## config.mk

```make
export PLATFORM = sky130hd
export DESIGN_NAME = rename_unit
export DESIGN_NICKNAME = d
export VERILOG_FILES = /design/src/rename_pkg.sv /design/src/rename_map.sv /design/src/free_list.sv /design/src/ready_table.sv /design/src/rename_unit.sv
export VERILOG_INCLUDE_DIRS = /design/src
export SDC_FILE = /design/constraint.sdc
export NUM_CORES = 2
export LEC_CHECK = 0
export BUFFER_PORTS_ARGS = -buffer_cell sky130_fd_sc_hd__buf_2
export CORE_MARGIN = 3
export CORE_UTILIZATION = 45
export DETAILED_ROUTE_END_ITERATION = 10
export GPL_TIMING_DRIVEN = 0
export PLACE_DENSITY_LB_ADDON = 0.15
export SETUP_SLACK_MARGIN = 0.1
export SYNTH_ARGS = -nofsm -noshare
export SYNTH_HDL_FRONTEND = slang
export SYNTH_SLANG_ARGS = --single-unit
```

## constraint.sdc

```tcl
create_clock -name clock -period 5.3 [get_ports clock]
set_clock_uncertainty 0.2 [all_clocks]
set_input_delay 0 -clock clock [delete_from_list [all_inputs] [get_ports clock]]
set_output_delay 0 -clock clock [all_outputs]
set_load 0.005 [all_outputs]
```

## src/rename_config.svh

```systemverilog
/*
 * Rename stage configuration
 * Way count and register file sizes shared by the rename RTL
 */

`ifndef RENAME_CONFIG_SVH
`define RENAME_CONFIG_SVH

// Instructions renamed and committed per cycle
`define RENAME_WAYS 2

// Physical register file size
`define RENAME_PREGS 64

// Architectural registers, fixed by the ISA
`define RENAME_AREGS 32

`endif

```

## src/rename_pkg.sv

```systemverilog
/*
 * Rename package
 * Register index types and the reset mapping of the rename tables
 */

`include "rename_config.svh"

package rename_pkg;

    localparam int AREG_BITS = $clog2(`RENAME_AREGS);
    localparam int PREG_BITS = $clog2(`RENAME_PREGS);

    typedef logic [AREG_BITS-1:0] areg_t;   // Architectural register index
    typedef logic [PREG_BITS-1:0] preg_t;   // Physical register index

    // Out of reset every architectural register sits in the physical
    // register of the same number, so 0 to 31 are mapped and the rest free
    function automatic preg_t reset_preg(areg_t areg);
        return preg_t'(areg);
    endfunction

endpackage

```

## src/rename_map.sv

```systemverilog
/*
 * Rename map
 * Speculative map (RAT) and retirement map (RRAT), with same-bundle
 * commit forwarding and one-cycle restore on an exception
 */

`include "rename_config.svh"

module rename_map (
    input  logic                                 clock,
    input  logic                                 reset,
    input  logic                                 except,

    input  logic [`RENAME_WAYS-1:0]              rename_valid,
    input  logic [`RENAME_WAYS-1:0]              rename_grant,
    input  rename_pkg::areg_t [`RENAME_WAYS-1:0] dest_areg,
    input  rename_pkg::preg_t [`RENAME_WAYS-1:0] alloc_preg,

    input  rename_pkg::areg_t [`RENAME_WAYS-1:0] src_a_areg,
    input  rename_pkg::areg_t [`RENAME_WAYS-1:0] src_b_areg,

    input  logic [`RENAME_WAYS-1:0]              commit_valid,
    input  rename_pkg::areg_t [`RENAME_WAYS-1:0] commit_areg,
    input  rename_pkg::preg_t [`RENAME_WAYS-1:0] commit_preg,

    output rename_pkg::preg_t [`RENAME_WAYS-1:0] src_a_preg,
    output rename_pkg::preg_t [`RENAME_WAYS-1:0] src_b_preg,
    output rename_pkg::preg_t [`RENAME_WAYS-1:0] released_preg
);

    rename_pkg::preg_t [`RENAME_AREGS-1:0] spec_map;       // RAT
    rename_pkg::preg_t [`RENAME_AREGS-1:0] spec_map_next;
    rename_pkg::preg_t [`RENAME_AREGS-1:0] ret_map;        // RRAT
    rename_pkg::preg_t [`RENAME_AREGS-1:0] ret_map_next;

    // Lookups see the map as of the start of the cycle
    always_comb begin
        for (int w = 0; w < `RENAME_WAYS; w++) begin
            src_a_preg[w] = spec_map[src_a_areg[w]];
            src_b_preg[w] = spec_map[src_b_areg[w]];
        end
    end

    // An older way committing the same register replaces the RRAT entry
    // first, so the younger way releases that way's register instead
    always_comb begin
        for (int w = 0; w < `RENAME_WAYS; w++) begin
            released_preg[w] = ret_map[commit_areg[w]];
            for (int v = 0; v < w; v++) begin
                if (commit_valid[v] && commit_areg[v] == commit_areg[w]) begin
                    released_preg[w] = commit_preg[v];
                end
            end
        end
    end

    always_comb begin
        spec_map_next = spec_map;
        for (int w = 0; w < `RENAME_WAYS; w++) begin
            if (rename_valid[w] && rename_grant[w]) begin
                spec_map_next[dest_areg[w]] = alloc_preg[w];   // Younger way wins
            end
        end
    end

    always_comb begin
        ret_map_next = ret_map;
        for (int w = 0; w < `RENAME_WAYS; w++) begin
            if (commit_valid[w]) begin
                ret_map_next[commit_areg[w]] = commit_preg[w];
            end
        end
    end

    always_ff @(posedge clock) begin
        if (reset) begin
            for (int a = 0; a < `RENAME_AREGS; a++) begin
                spec_map[a] <= rename_pkg::reset_preg(rename_pkg::areg_t'(a));
                ret_map[a]  <= rename_pkg::reset_preg(rename_pkg::areg_t'(a));
            end
        end else begin
            if (except) begin
                spec_map <= ret_map_next;   // Includes this cycle's commits
            end else begin
                spec_map <= spec_map_next;
            end
            ret_map <= ret_map_next;
        end
    end

endmodule

```

## src/free_list.sv

```systemverilog
/*
 * Free list
 * Speculative and committed free vectors; hands out the lowest free
 * physical registers in way order with in-order grants
 */

`include "rename_config.svh"

module free_list (
    input  logic                                 clock,
    input  logic                                 reset,
    input  logic                                 except,

    input  logic [`RENAME_WAYS-1:0]              rename_valid,

    input  logic [`RENAME_WAYS-1:0]              commit_valid,
    input  rename_pkg::preg_t [`RENAME_WAYS-1:0] commit_preg,
    input  rename_pkg::preg_t [`RENAME_WAYS-1:0] released_preg,

    output logic [`RENAME_WAYS-1:0]              rename_grant,
    output rename_pkg::preg_t [`RENAME_WAYS-1:0] alloc_preg
);

    logic [`RENAME_PREGS-1:0] spec_free;
    logic [`RENAME_PREGS-1:0] spec_free_next;
    logic [`RENAME_PREGS-1:0] comm_free;
    logic [`RENAME_PREGS-1:0] comm_free_next;

    // Each way takes the lowest register left over by the older ways.
    // A requesting way that misses its grant blocks every younger way.
    always_comb begin
        logic [`RENAME_PREGS-1:0] avail;
        logic                     in_order;
        logic                     found;

        avail    = spec_free;
        in_order = 1'b1;
        for (int w = 0; w < `RENAME_WAYS; w++) begin
            found         = 1'b0;
            alloc_preg[w] = '0;
            for (int p = `RENAME_PREGS - 1; p >= 0; p--) begin
                if (avail[p]) begin
                    found         = 1'b1;
                    alloc_preg[w] = rename_pkg::preg_t'(p);
                end
            end
            rename_grant[w] = in_order && found;
            if (rename_valid[w]) begin
                if (rename_grant[w]) begin
                    avail[alloc_preg[w]] = 1'b0;   // Taken by this way
                end else begin
                    in_order = 1'b0;
                end
            end
        end
    end

    // Way order matters when two ways commit the same register
    always_comb begin
        comm_free_next = comm_free;
        for (int w = 0; w < `RENAME_WAYS; w++) begin
            if (commit_valid[w]) begin
                comm_free_next[commit_preg[w]]   = 1'b0;
                comm_free_next[released_preg[w]] = 1'b1;
            end
        end
    end

    always_comb begin
        spec_free_next = spec_free;
        for (int w = 0; w < `RENAME_WAYS; w++) begin
            if (rename_valid[w] && rename_grant[w]) begin
                spec_free_next[alloc_preg[w]] = 1'b0;
            end
        end
        for (int w = 0; w < `RENAME_WAYS; w++) begin
            if (commit_valid[w]) begin
                spec_free_next[released_preg[w]] = 1'b1;   // Usable next cycle
            end
        end
    end

    always_ff @(posedge clock) begin
        if (reset) begin
            for (int p = 0; p < `RENAME_PREGS; p++) begin
                spec_free[p] <= (p >= `RENAME_AREGS) ? 1'b1 : 1'b0;
                comm_free[p] <= (p >= `RENAME_AREGS) ? 1'b1 : 1'b0;
            end
        end else begin
            if (except) begin
                spec_free <= comm_free_next;   // Drop all speculative allocations
            end else begin
                spec_free <= spec_free_next;
            end
            comm_free <= comm_free_next;
        end
    end

endmodule

```

## src/ready_table.sv

```systemverilog
/*
 * Ready table
 * One ready bit per physical register, cleared on allocation and set
 * by result bus writebacks
 */

`include "rename_config.svh"

module ready_table (
    input  logic                                 clock,
    input  logic                                 reset,
    input  logic                                 except,

    input  logic [`RENAME_WAYS-1:0]              rename_valid,
    input  logic [`RENAME_WAYS-1:0]              rename_grant,
    input  rename_pkg::preg_t [`RENAME_WAYS-1:0] alloc_preg,

    input  logic [`RENAME_WAYS-1:0]              wb_valid,
    input  rename_pkg::preg_t [`RENAME_WAYS-1:0] wb_preg,

    input  rename_pkg::preg_t [`RENAME_WAYS-1:0] src_a_preg,
    input  rename_pkg::preg_t [`RENAME_WAYS-1:0] src_b_preg,

    output logic [`RENAME_WAYS-1:0]              src_a_ready,
    output logic [`RENAME_WAYS-1:0]              src_b_ready
);

    logic [`RENAME_PREGS-1:0] ready;
    logic [`RENAME_PREGS-1:0] ready_next;

    // No bypass of same-cycle writebacks, readiness shows from next cycle
    always_comb begin
        for (int w = 0; w < `RENAME_WAYS; w++) begin
            src_a_ready[w] = ready[src_a_preg[w]];
            src_b_ready[w] = ready[src_b_preg[w]];
        end
    end

    always_comb begin
        ready_next = ready;
        for (int w = 0; w < `RENAME_WAYS; w++) begin
            if (wb_valid[w]) begin
                ready_next[wb_preg[w]] = 1'b1;
            end
        end
        // Applied last so a fresh allocation wins over a writeback
        for (int w = 0; w < `RENAME_WAYS; w++) begin
            if (rename_valid[w] && rename_grant[w]) begin
                ready_next[alloc_preg[w]] = 1'b0;
            end
        end
    end

    always_ff @(posedge clock) begin
        if (reset) begin
            for (int p = 0; p < `RENAME_PREGS; p++) begin
                ready[p] <= (p < `RENAME_AREGS) ? 1'b1 : 1'b0;
            end
        end else if (except) begin
            ready <= '1;   // Only committed values stay mapped
        end else begin
            ready <= ready_next;
        end
    end

endmodule

```

## src/rename_unit.sv

```systemverilog
/*
 * Register rename stage
 * Joins the rename map, free list and ready table into one unit
 */

`include "rename_config.svh"

module rename_unit (
    input  logic                                 clock,
    input  logic                                 reset,
    input  logic                                 except,

    input  logic [`RENAME_WAYS-1:0]              rename_valid,
    input  rename_pkg::areg_t [`RENAME_WAYS-1:0] dest_areg,
    input  rename_pkg::areg_t [`RENAME_WAYS-1:0] src_a_areg,
    input  rename_pkg::areg_t [`RENAME_WAYS-1:0] src_b_areg,

    input  logic [`RENAME_WAYS-1:0]              commit_valid,
    input  rename_pkg::areg_t [`RENAME_WAYS-1:0] commit_areg,
    input  rename_pkg::preg_t [`RENAME_WAYS-1:0] commit_preg,

    input  logic [`RENAME_WAYS-1:0]              wb_valid,
    input  rename_pkg::preg_t [`RENAME_WAYS-1:0] wb_preg,

    output logic [`RENAME_WAYS-1:0]              rename_grant,
    output rename_pkg::preg_t [`RENAME_WAYS-1:0] rename_preg,
    output rename_pkg::preg_t [`RENAME_WAYS-1:0] src_a_preg,
    output rename_pkg::preg_t [`RENAME_WAYS-1:0] src_b_preg,
    output logic [`RENAME_WAYS-1:0]              src_a_ready,
    output logic [`RENAME_WAYS-1:0]              src_b_ready
);

    rename_pkg::preg_t [`RENAME_WAYS-1:0] alloc_preg;      // From free list
    rename_pkg::preg_t [`RENAME_WAYS-1:0] released_preg;   // Back to free list

    assign rename_preg = alloc_preg;

    rename_map u_map (
        .clock         (clock),
        .reset         (reset),
        .except        (except),
        .rename_valid  (rename_valid),
        .rename_grant  (rename_grant),
        .dest_areg     (dest_areg),
        .alloc_preg    (alloc_preg),
        .src_a_areg    (src_a_areg),
        .src_b_areg    (src_b_areg),
        .commit_valid  (commit_valid),
        .commit_areg   (commit_areg),
        .commit_preg   (commit_preg),
        .src_a_preg    (src_a_preg),
        .src_b_preg    (src_b_preg),
        .released_preg (released_preg)
    );

    free_list u_free (
        .clock         (clock),
        .reset         (reset),
        .except        (except),
        .rename_valid  (rename_valid),
        .commit_valid  (commit_valid),
        .commit_preg   (commit_preg),
        .released_preg (released_preg),
        .rename_grant  (rename_grant),
        .alloc_preg    (alloc_preg)
    );

    ready_table u_ready (
        .clock        (clock),
        .reset        (reset),
        .except       (except),
        .rename_valid (rename_valid),
        .rename_grant (rename_grant),
        .alloc_preg   (alloc_preg),
        .wb_valid     (wb_valid),
        .wb_preg      (wb_preg),
        .src_a_preg   (src_a_preg),
        .src_b_preg   (src_b_preg),
        .src_a_ready  (src_a_ready),
        .src_b_ready  (src_b_ready)
    );

endmodule

```

== Yosys cells after proc, flatten, opt, wreduce, memory -nomap -nowiden ==
Cells that the tools add are included.

* Word-level logic and storage cells: 460
* Memories kept: 0
* Output and inout bits: 42
* Bits in writable memories: 0
* ROM bits: 0
* Input bits: 73
* Flip-flop bits (word level): 576
* Latch bits: 0

* Div/mod/pow operators: 0
* Bitwise logic cells: 16
* Muxes and demuxes: 326
* Magnitude comparators: 32
* Equality and inequality tests: 1
* Add/sub/neg operators: 0
* Reductions and logical operators: 17
* Multiply operators: 0
* Shifts and indexed selects: 0

{| class="wikitable"
|+ Operator list
! kind !! number
|-
| 192-bit 2-to-1 mux || 5
|-
| 64-bit 2-to-1 mux || 14
|-
| 6-bit 2-to-1 mux || 139
|-
| 192-bit bitwise mux || 4
|-
| 64-bit AND || 6
|-
| 64-bit OR || 6
|-
| 64-bit inverter || 4
|-
| 6-bit binary-select mux with 5-bit select || 6
|-
| 1-bit 2-to-1 mux || 142
|-
| 6-bit demux with 5-bit select || 4
|-
| 6-bit by 7-bit < comparator with 1-bit output, second input constant || 12
|-
| 1-bit demux with 6-bit select || 8
|-
| 6-bit by 1-bit >= comparator with 1-bit output, second input constant || 8
|-
| 5-bit by 6-bit < comparator with 1-bit output, second input constant || 8
|-
| 1-bit binary-select mux with 6-bit select || 4
|-
| 5-bit by 1-bit >= comparator with 1-bit output, second input constant || 4
|-
| 1-bit logical AND || 16
|-
| 5-bit equality test || 1
|-
| 2-bit OR reduction || 1
|}

== Logic depth before layout (Yosys ltp) ==
* Depth in word-level cells: 148
* Depth in mapped cells: 22
* Mapped depth without buffers: 17

== Modules after synthesis ==
From an unflattened synthesis, not the netlist that was laid out.

* Cells, all modules: 5162
* Area, all modules: 46484.6 µm²

{| class="wikitable"
|+ Modules (own cells, without submodules)
! module !! area each (µm²) !! seq. area each (µm²) !! cells each !! instances
|-
| rename_map || 29872.4 || 7687.4 || 3012 || 1
|-
| free_list || 10565.1 || 2562.5 || 1472 || 1
|-
| ready_table || 6047.0 || 1281.2 || 678 || 1
|}

== Worst setup path before layout ==
Ideal clock, no wire load.

* Path kind: register to register
* From: register u_free.spec_free[5]
* To: register u_map.spec_map[45] (netlist bit)
* Setup time: 0.117 ns
* Stages on the path, launching flop included: 19
* Clock period less this slack: 4.890 ns
* Buffers on the path: 3
* Arrival time: 4.573 ns
* Setup slack: 0.410 ns
* Required time: 4.983 ns
* Cell sequence: dfxtp_1 buf_2 nor3_2 nor4b_1 o221ai_1 a211o_1 o21ai_2 inv_1 buf_4 or4_4 a211oi_2 o2111ai_2 or4_4 or3_4 and4_4 buf_6 nand2_2 mux2_2 o22a_1

* Cells in the longest elaborated chain, start to end: 82
* Elaborated cells on any way between the ends: 159
* Those cells by class: 2 x order compare; 151 x mux; 2 x bitwise; 4 x reduce/logical

{| class="wikitable"
|+ RTL lines
! element !! RTL line !! text
|-
| from (decl) || free_list.sv:24 || <nowiki>logic [`RENAME_PREGS-1:0] spec_free;</nowiki>
|-
| from (signal, indexed assignment) || free_list.sv:86 || <nowiki>spec_free[p] <= (p >= `RENAME_AREGS) ? 1'b1 : 1'b0;</nowiki>
|-
| from (signal assigned) || free_list.sv:91 || <nowiki>spec_free <= comm_free_next;</nowiki>
|-
| from (signal assigned) || free_list.sv:93 || <nowiki>spec_free <= spec_free_next;</nowiki>
|-
| 6-bit 2-to-1 mux (6 in series) || free_list.sv:42 || <nowiki>if (avail[p]) begin</nowiki>
|-
| 6-bit by 7-bit < comparator with 1-bit output (not written as such) / 6-bit by 1-bit >= comparator with 1-bit output (equally long branches) || free_list.sv:50 || <nowiki>avail[alloc_preg[w]] = 1'b0;</nowiki>
|-
| 1-bit logical AND (not written as such) || free_list.sv:50 ||
|-
| 1-bit 2-to-1 mux (not written as such) || free_list.sv:50 ||
|-
| 1-bit demux with 6-bit select || - ||
|-
| 64-bit inverter (no source line) || - ||
|-
| 64-bit AND (no source line) || - ||
|-
| 64-bit 2-to-1 mux || free_list.sv:49 || <nowiki>if (rename_grant[w]) begin</nowiki>
|-
| 64-bit 2-to-1 mux || free_list.sv:48 || <nowiki>if (rename_valid[w]) begin</nowiki>
|-
| 1-bit 2-to-1 mux (64 in series) || free_list.sv:42 ||
|-
| 1-bit logical AND (*) || free_list.sv:47 || <nowiki>rename_grant[w] = in_order && found;</nowiki>
|-
| via rename_grant[1] || rename_unit.sv:25 || <nowiki>output logic [`RENAME_WAYS-1:0] rename_grant,</nowiki>
|-
| 1-bit logical AND (*) || rename_map.sv:60 || <nowiki>if (rename_valid[w] && rename_grant[w]) begin</nowiki>
|-
| 192-bit 2-to-1 mux (*) || rename_map.sv:60 ||
|-
| 192-bit 2-to-1 mux (*) || rename_map.sv:82 || <nowiki>if (except) begin</nowiki>
|-
| to (signal, indexed assignment) || rename_map.sv:78 || <nowiki>spec_map[a] <= rename_pkg::reset_preg(rename_pkg::areg_t'(a));</nowiki>
|-
| to (signal assigned) || rename_map.sv:83 || <nowiki>spec_map <= ret_map_next;</nowiki>
|-
| to (signal assigned) || rename_map.sv:85 || <nowiki>spec_map <= spec_map_next;</nowiki>
|-
| to (decl) || rename_map.sv:31 || <nowiki>rename_pkg::preg_t [`RENAME_AREGS-1:0] spec_map;</nowiki>
|}

The timed path passes the listed nets; every way through them passes the cells marked *.
A chain may end at the register's enable or synchronous reset.

== Worst setup path after layout ==
* From: register u_free.spec_free[7]
* To: register u_map.spec_map[18] (netlist bit)

* Cells in the longest elaborated chain, start to end: 84
* Elaborated cells on any way between the ends: 163
* Those cells by class: 2 x order compare; 155 x mux; 2 x bitwise; 4 x reduce/logical

{| class="wikitable"
|+ RTL lines
! element !! RTL line
|-
| 6-bit 2-to-1 mux (8 in series) || free_list.sv:42
|-
| 6-bit by 7-bit < comparator with 1-bit output (not written as such) / 6-bit by 1-bit >= comparator with 1-bit output (equally long branches) || free_list.sv:50
|-
| 1-bit logical AND (not written as such) || free_list.sv:50
|-
| 1-bit 2-to-1 mux (not written as such) || free_list.sv:50
|-
| 1-bit demux with 6-bit select || -
|-
| 64-bit inverter (no source line) || -
|-
| 64-bit AND (no source line) || -
|-
| 64-bit 2-to-1 mux || free_list.sv:49
|-
| 64-bit 2-to-1 mux || free_list.sv:48
|-
| 1-bit 2-to-1 mux (64 in series) || free_list.sv:42
|-
| 1-bit logical AND || free_list.sv:47
|-
| 1-bit logical AND || rename_map.sv:60
|-
| 192-bit 2-to-1 mux (*) || rename_map.sv:60
|-
| 192-bit 2-to-1 mux (*) || rename_map.sv:82
|}

Every way passes the cells marked *; elsewhere a longest branch is shown, timed or not.

==> qor.json <==
{
  "place.port_buffers": {"value": 92},
  "slew_headroom": {"value": -13.2, "unit": "%"},
  "met3_wirelength": {"value": 34300, "unit": "µm"},
  "worst_path_largest_cell_delay": {"value": 0.55, "unit": "ns"},
  "final_hold_viol_count": {"value": 0},
  "die_width": {"value": 319, "unit": "µm"},
  "placed_cells": {"value": 6290},
  "die_area": {"value": 0.101, "unit": "mm²"},
  "via_density_per_instance": {"value": 7.51},
  "max_cap_violations": {"value": 5},
  "grt.overflow.total": {"value": 0},
  "yosys_register_bits": {"value": 576},
  "worstReg2RegEnd": {"value": "u_map.spec_map[18]$_SDFF_PP1_"},
  "netlist_area": {"value": 0.0440, "unit": "mm²"},
  "numClockSinks": {"value": 576},
  "numCtsBuffers": {"value": 71},
  "routed_wire_length_per_instance": {"value": 41.3, "unit": "µm"},
  "achievable-frequency": {"value": 186, "unit": "MHz"},
  "place_hpwl": {"value": 207000, "unit": "µm"},
  "finalSetupTns": {"value": -0.211, "unit": "ns"},
  "initial_core_util": {"value": 45.4, "unit": "%"},
  "m1WireLength": {"value": 93400, "unit": "µm"},
  "rsz0062_at_grt": {"value": "true"},
  "synth-main-ff-cell": {"value": "dfxtp_1"},
  "timing.critical_path.slowest_stage_cell": {"value": "or4_4"},
  "reg2regPathDepth": {"value": 18},
  "first_global_vias": {"value": 46100},
  "netlist_top_cells_count": {"value": "dfxtp_1, mux2i_1, nor2_1"},
  "synth-warning-count": {"value": 0},
  "placeableCoreArea": {"value": 0.0969, "unit": "mm²"},
  "synth.net_count": {"value": 4990},
  "cts_tree": {"value": "yes"},
  "pin_count_of_the_biggest_net_entering_global_routing": {"value": 20},
  "initial_antenna_violation_count": {"value": 11},
  "clockRootBuffer": {"value": "clkbuf_16"},
  "layout-drive-gt1-share": {"value": 25.3, "unit": "%"},
  "synth-seq-area-share": {"value": 26.2, "unit": "%"},
  "ant_nets": {"value": 0},
  "worst-r2r-setup-slack": {"value": -0.07, "unit": "ns"},
  "critical_path.endpoint_type": {"value": "register"},
  "nNetsFinal": {"value": 5397},
  "finalNonFillerCells": {"value": 6654},
  "ctsLongestPathBuffers": {"value": 3},
  "slew_violations": {"value": 30},
  "finalSetupViolCount": {"value": 8},
  "synth_enable_flop_cells": {"value": 0},
  "gp_congestion": {"value": 1.12},
  "tightest_hold_check_type": {"value": "in2reg"},
  "grt_pass1_wl": {"value": 370000, "unit": "µm"},
  "sum_of_met2_wire_segment_lengths_after_detailed_routing": {"value": 112000, "unit": "µm"},
  "clkTransAtPathRegs": {"value": 0.06, "unit": "ns"},
  "worst_hold_path.num_cells": {"value": 5},
  "cts-htree-levels": {"value": 3},
  "vdd_ir_drop_max": {"value": 0.253, "unit": "mV"},
  "worst-setup-path-type": {"value": "reg2reg"},
  "highest_layer": {"value": "met5"},
  "synthCells": {"value": 4917},
  "synth_largest_type_area_fraction": {"value": 26.2, "unit": "%"},
  "area_delta_synth_final": {"value": 22.6, "unit": "%"},
  "fin_crit": {"value": 5.37, "unit": "ns"},
  "cp-start-kind": {"value": "register"},
  "rows": {"value": 114},
  "die_height": {"value": 319, "unit": "µm"},
  "outcome": {"value": "complete, but fails checks"},
  "violations": {"value": "max-capacitance violations, max-slew violations, negative setup slack"},
  "drc": {"value": 0},
  "worst_hold_slack": {"value": 0.0514, "unit": "ns"},
  "ys_types": {"value": 102},
  "timing.final.crit_share": {"value": 101, "unit": "%"},
  "synth.avg_cell_area": {"value": 8.94, "unit": "µm²"},
  "drt_pre_antenna_iters": {"value": 8},
  "track_usage": {"value": 51.9, "unit": "%"},
  "route.vias.total": {"value": 50000},
  "synth_largest_area_cell": {"value": "dfxtp_1"},
  "critical_path_start": {"value": "u_free.spec_free[7]$_SDFF_PP0_"},
  "top_level_ports": {"value": 115},
  "drt-total-wl": {"value": 275000, "unit": "µm"},
  "worst-slew-pin-transition": {"value": 1.70, "unit": "ns"},
  "clk_latency": {"value": 0.69, "unit": "ns"},
  "yosys.cell_count.top_type": {"value": "dfxtp_1"},
  "timing.critical_path.cells": {"value": "buf_4 > nor2_2 > o221ai_4 > nor4_4 > o311a_4 > o21ai_2 > buf_6 > or4_4 > a211oi_4 > o2111ai_4 > or4_4 > or3_4 > and4_4 > buf_12 > buf_12 > nand2_8 > o211ai_1 > a32o_1"},
  "synth.top_cells.by_area": {"value": "dfxtp_1, mux4_2, mux2i_1"},
  "drtIter0Drc": {"value": 7950},
  "crit_end": {"value": "u_map.spec_map[18]$_SDFF_PP1_"},
  "arrival_time_worst_endpoint": {"value": 5.73, "unit": "ns"},
  "worst_r2r_startpoint": {"value": "u_free.spec_free[7]$_SDFF_PP0_"},
  "power_density": {"value": 286, "unit": "mW/mm²"},
  "worst-path-max-fanout": {"value": 8},
  "synth-async-reset-ratio": {"value": 0, "unit": "%"},
  "leakage": {"value": 0.0196, "unit": "µW"},
  "setup_ws": {"value": -0.0676, "unit": "ns"},
  "crit_required": {"value": 5.67, "unit": "ns"}
}
## critical path: cells and delay by family (launching register included)
| kind | cells | cell delay, ns |
|---|---|---|
| AND/OR/NAND/NOR | 7 | 2.41 |
| AO/OA/AOI/OAI | 7 | 1.61 |
| buffers and inverters | 4 | 0.65 |
| flip-flops | 1 | 0.37 |
## power breakdown
group          leakage, µW  internal (µW)  switching [µW]  total (µW)
sequential         0.00471           4510             332        4840
clock              0.00114           2900            2210        5110
combinational       0.0138           1920            3530        5450
## sequential cells by signal, summed over array words and instances (netlist names)
| register | count |
|---|---|
| u_map.spec_map | 192 |
| u_ready.ready | 64 |
| u_free.spec_free | 64 |
| u_free.comm_free | 64 |
| u_map.ret_map | 192 |
## worst min path at each step
stage                                        from                        endpoint  slack, ns
global route                               except    u_ready.ready[53]$_SDFF_PP0_       0.04
CTS                                        except    u_ready.ready[52]$_SDFF_PP0_      0.003
finish                               dest_areg[4]  u_map.spec_map[114]$_SDFF_PP1_       0.05
global placement    u_map.ret_map[123]$_SDFF_PP0_   u_map.ret_map[123]$_SDFF_PP0_       0.32
detailed placement                rename_valid[1]     u_ready.ready[1]$_SDFF_PP1_       0.32
floorplan                         rename_valid[1]     u_ready.ready[1]$_SDFF_PP1_       0.06
## stage by stage
stage	setup WS, ns	power [µW]	utilization [%]	cell area, µm²
after CTS	0.0691	14600	53.9	52200
final	-0.0676	15400	55.6	53900
after detailed placement	-3.13	8880	47.6	46100
after global placement	-3.25	8870	47.5	46000
after global routing	-0.107	15500	55.6	53900
after floorplan	0.410	7050	-	44000
## repair_timing
| item | CTS | global route |
|---|---|---|
| setup buffers | 119 | 63 |
| setup endpoints to repair | 521 | 322 |
| pin swaps | 75 | 97 |
| gates cloned | 1 | 5 |
| hold buffers | 52 | 0 |
| endpoints found under the hold margin | 110 | 0 |
| gates resized for setup | 541 | 263 |
## cell type report
type	count	area, µm²
diodes	4	10.0
plain buffers	445	2380
clock buffers	96	2000
clock inverters	27	298
fillers	8918	43000
inverters	76	305
multi-input cells	3817	33000
flip-flops and latches	576	11600
well taps	1276	1600
repair buffers	337	2760
## metal layers
layer / vias up / track usage, %
met2: 4474 / 74.8
met1: 24500 / 61.4
met5: - / 0
met4: 6 / 49.6
met3: 1339 / 15.1
li1: 19700 / -
## cell usage in the layout, fill, tap and decap left out, drive strengths merged, types with 75 or more instances in the layout
| master | synthesis | layout |
|---|---|---|
| or2 | 99 | 99 |
| dfxtp | 576 | 576 |
| mux2i | 565 | 565 |
| a22o | 94 | 94 |
| nand2 | 458 | 458 |
| o21ai | 252 | 252 |
| o22ai | 127 | 127 |
| nor2 | 518 | 518 |
| a311oi | 88 | 88 |
| buf | 102 | 376 |
| nand3 | 110 | 110 |
| a211oi | 75 | 75 |
| a21oi | 261 | 261 |
| clkbuf | 347 | 444 |
| nor3 | 76 | 76 |
| mux4 | 356 | 356 |
## cell families after synthesis
family                     after synthesis  share of synthesized area, %
AOI/OAI and AO/OA                     1316                          20.5
muxes                                  954                          31.9
buffers and inverters                  525                          4.62
and+or+nand+nor                       1540                          16.6
adders and majority gates                1                        0.0256
DFF                                    576                          26.2
xor gates and xnor gates                 5                        0.0996
(Power assumes the default switching activity.)
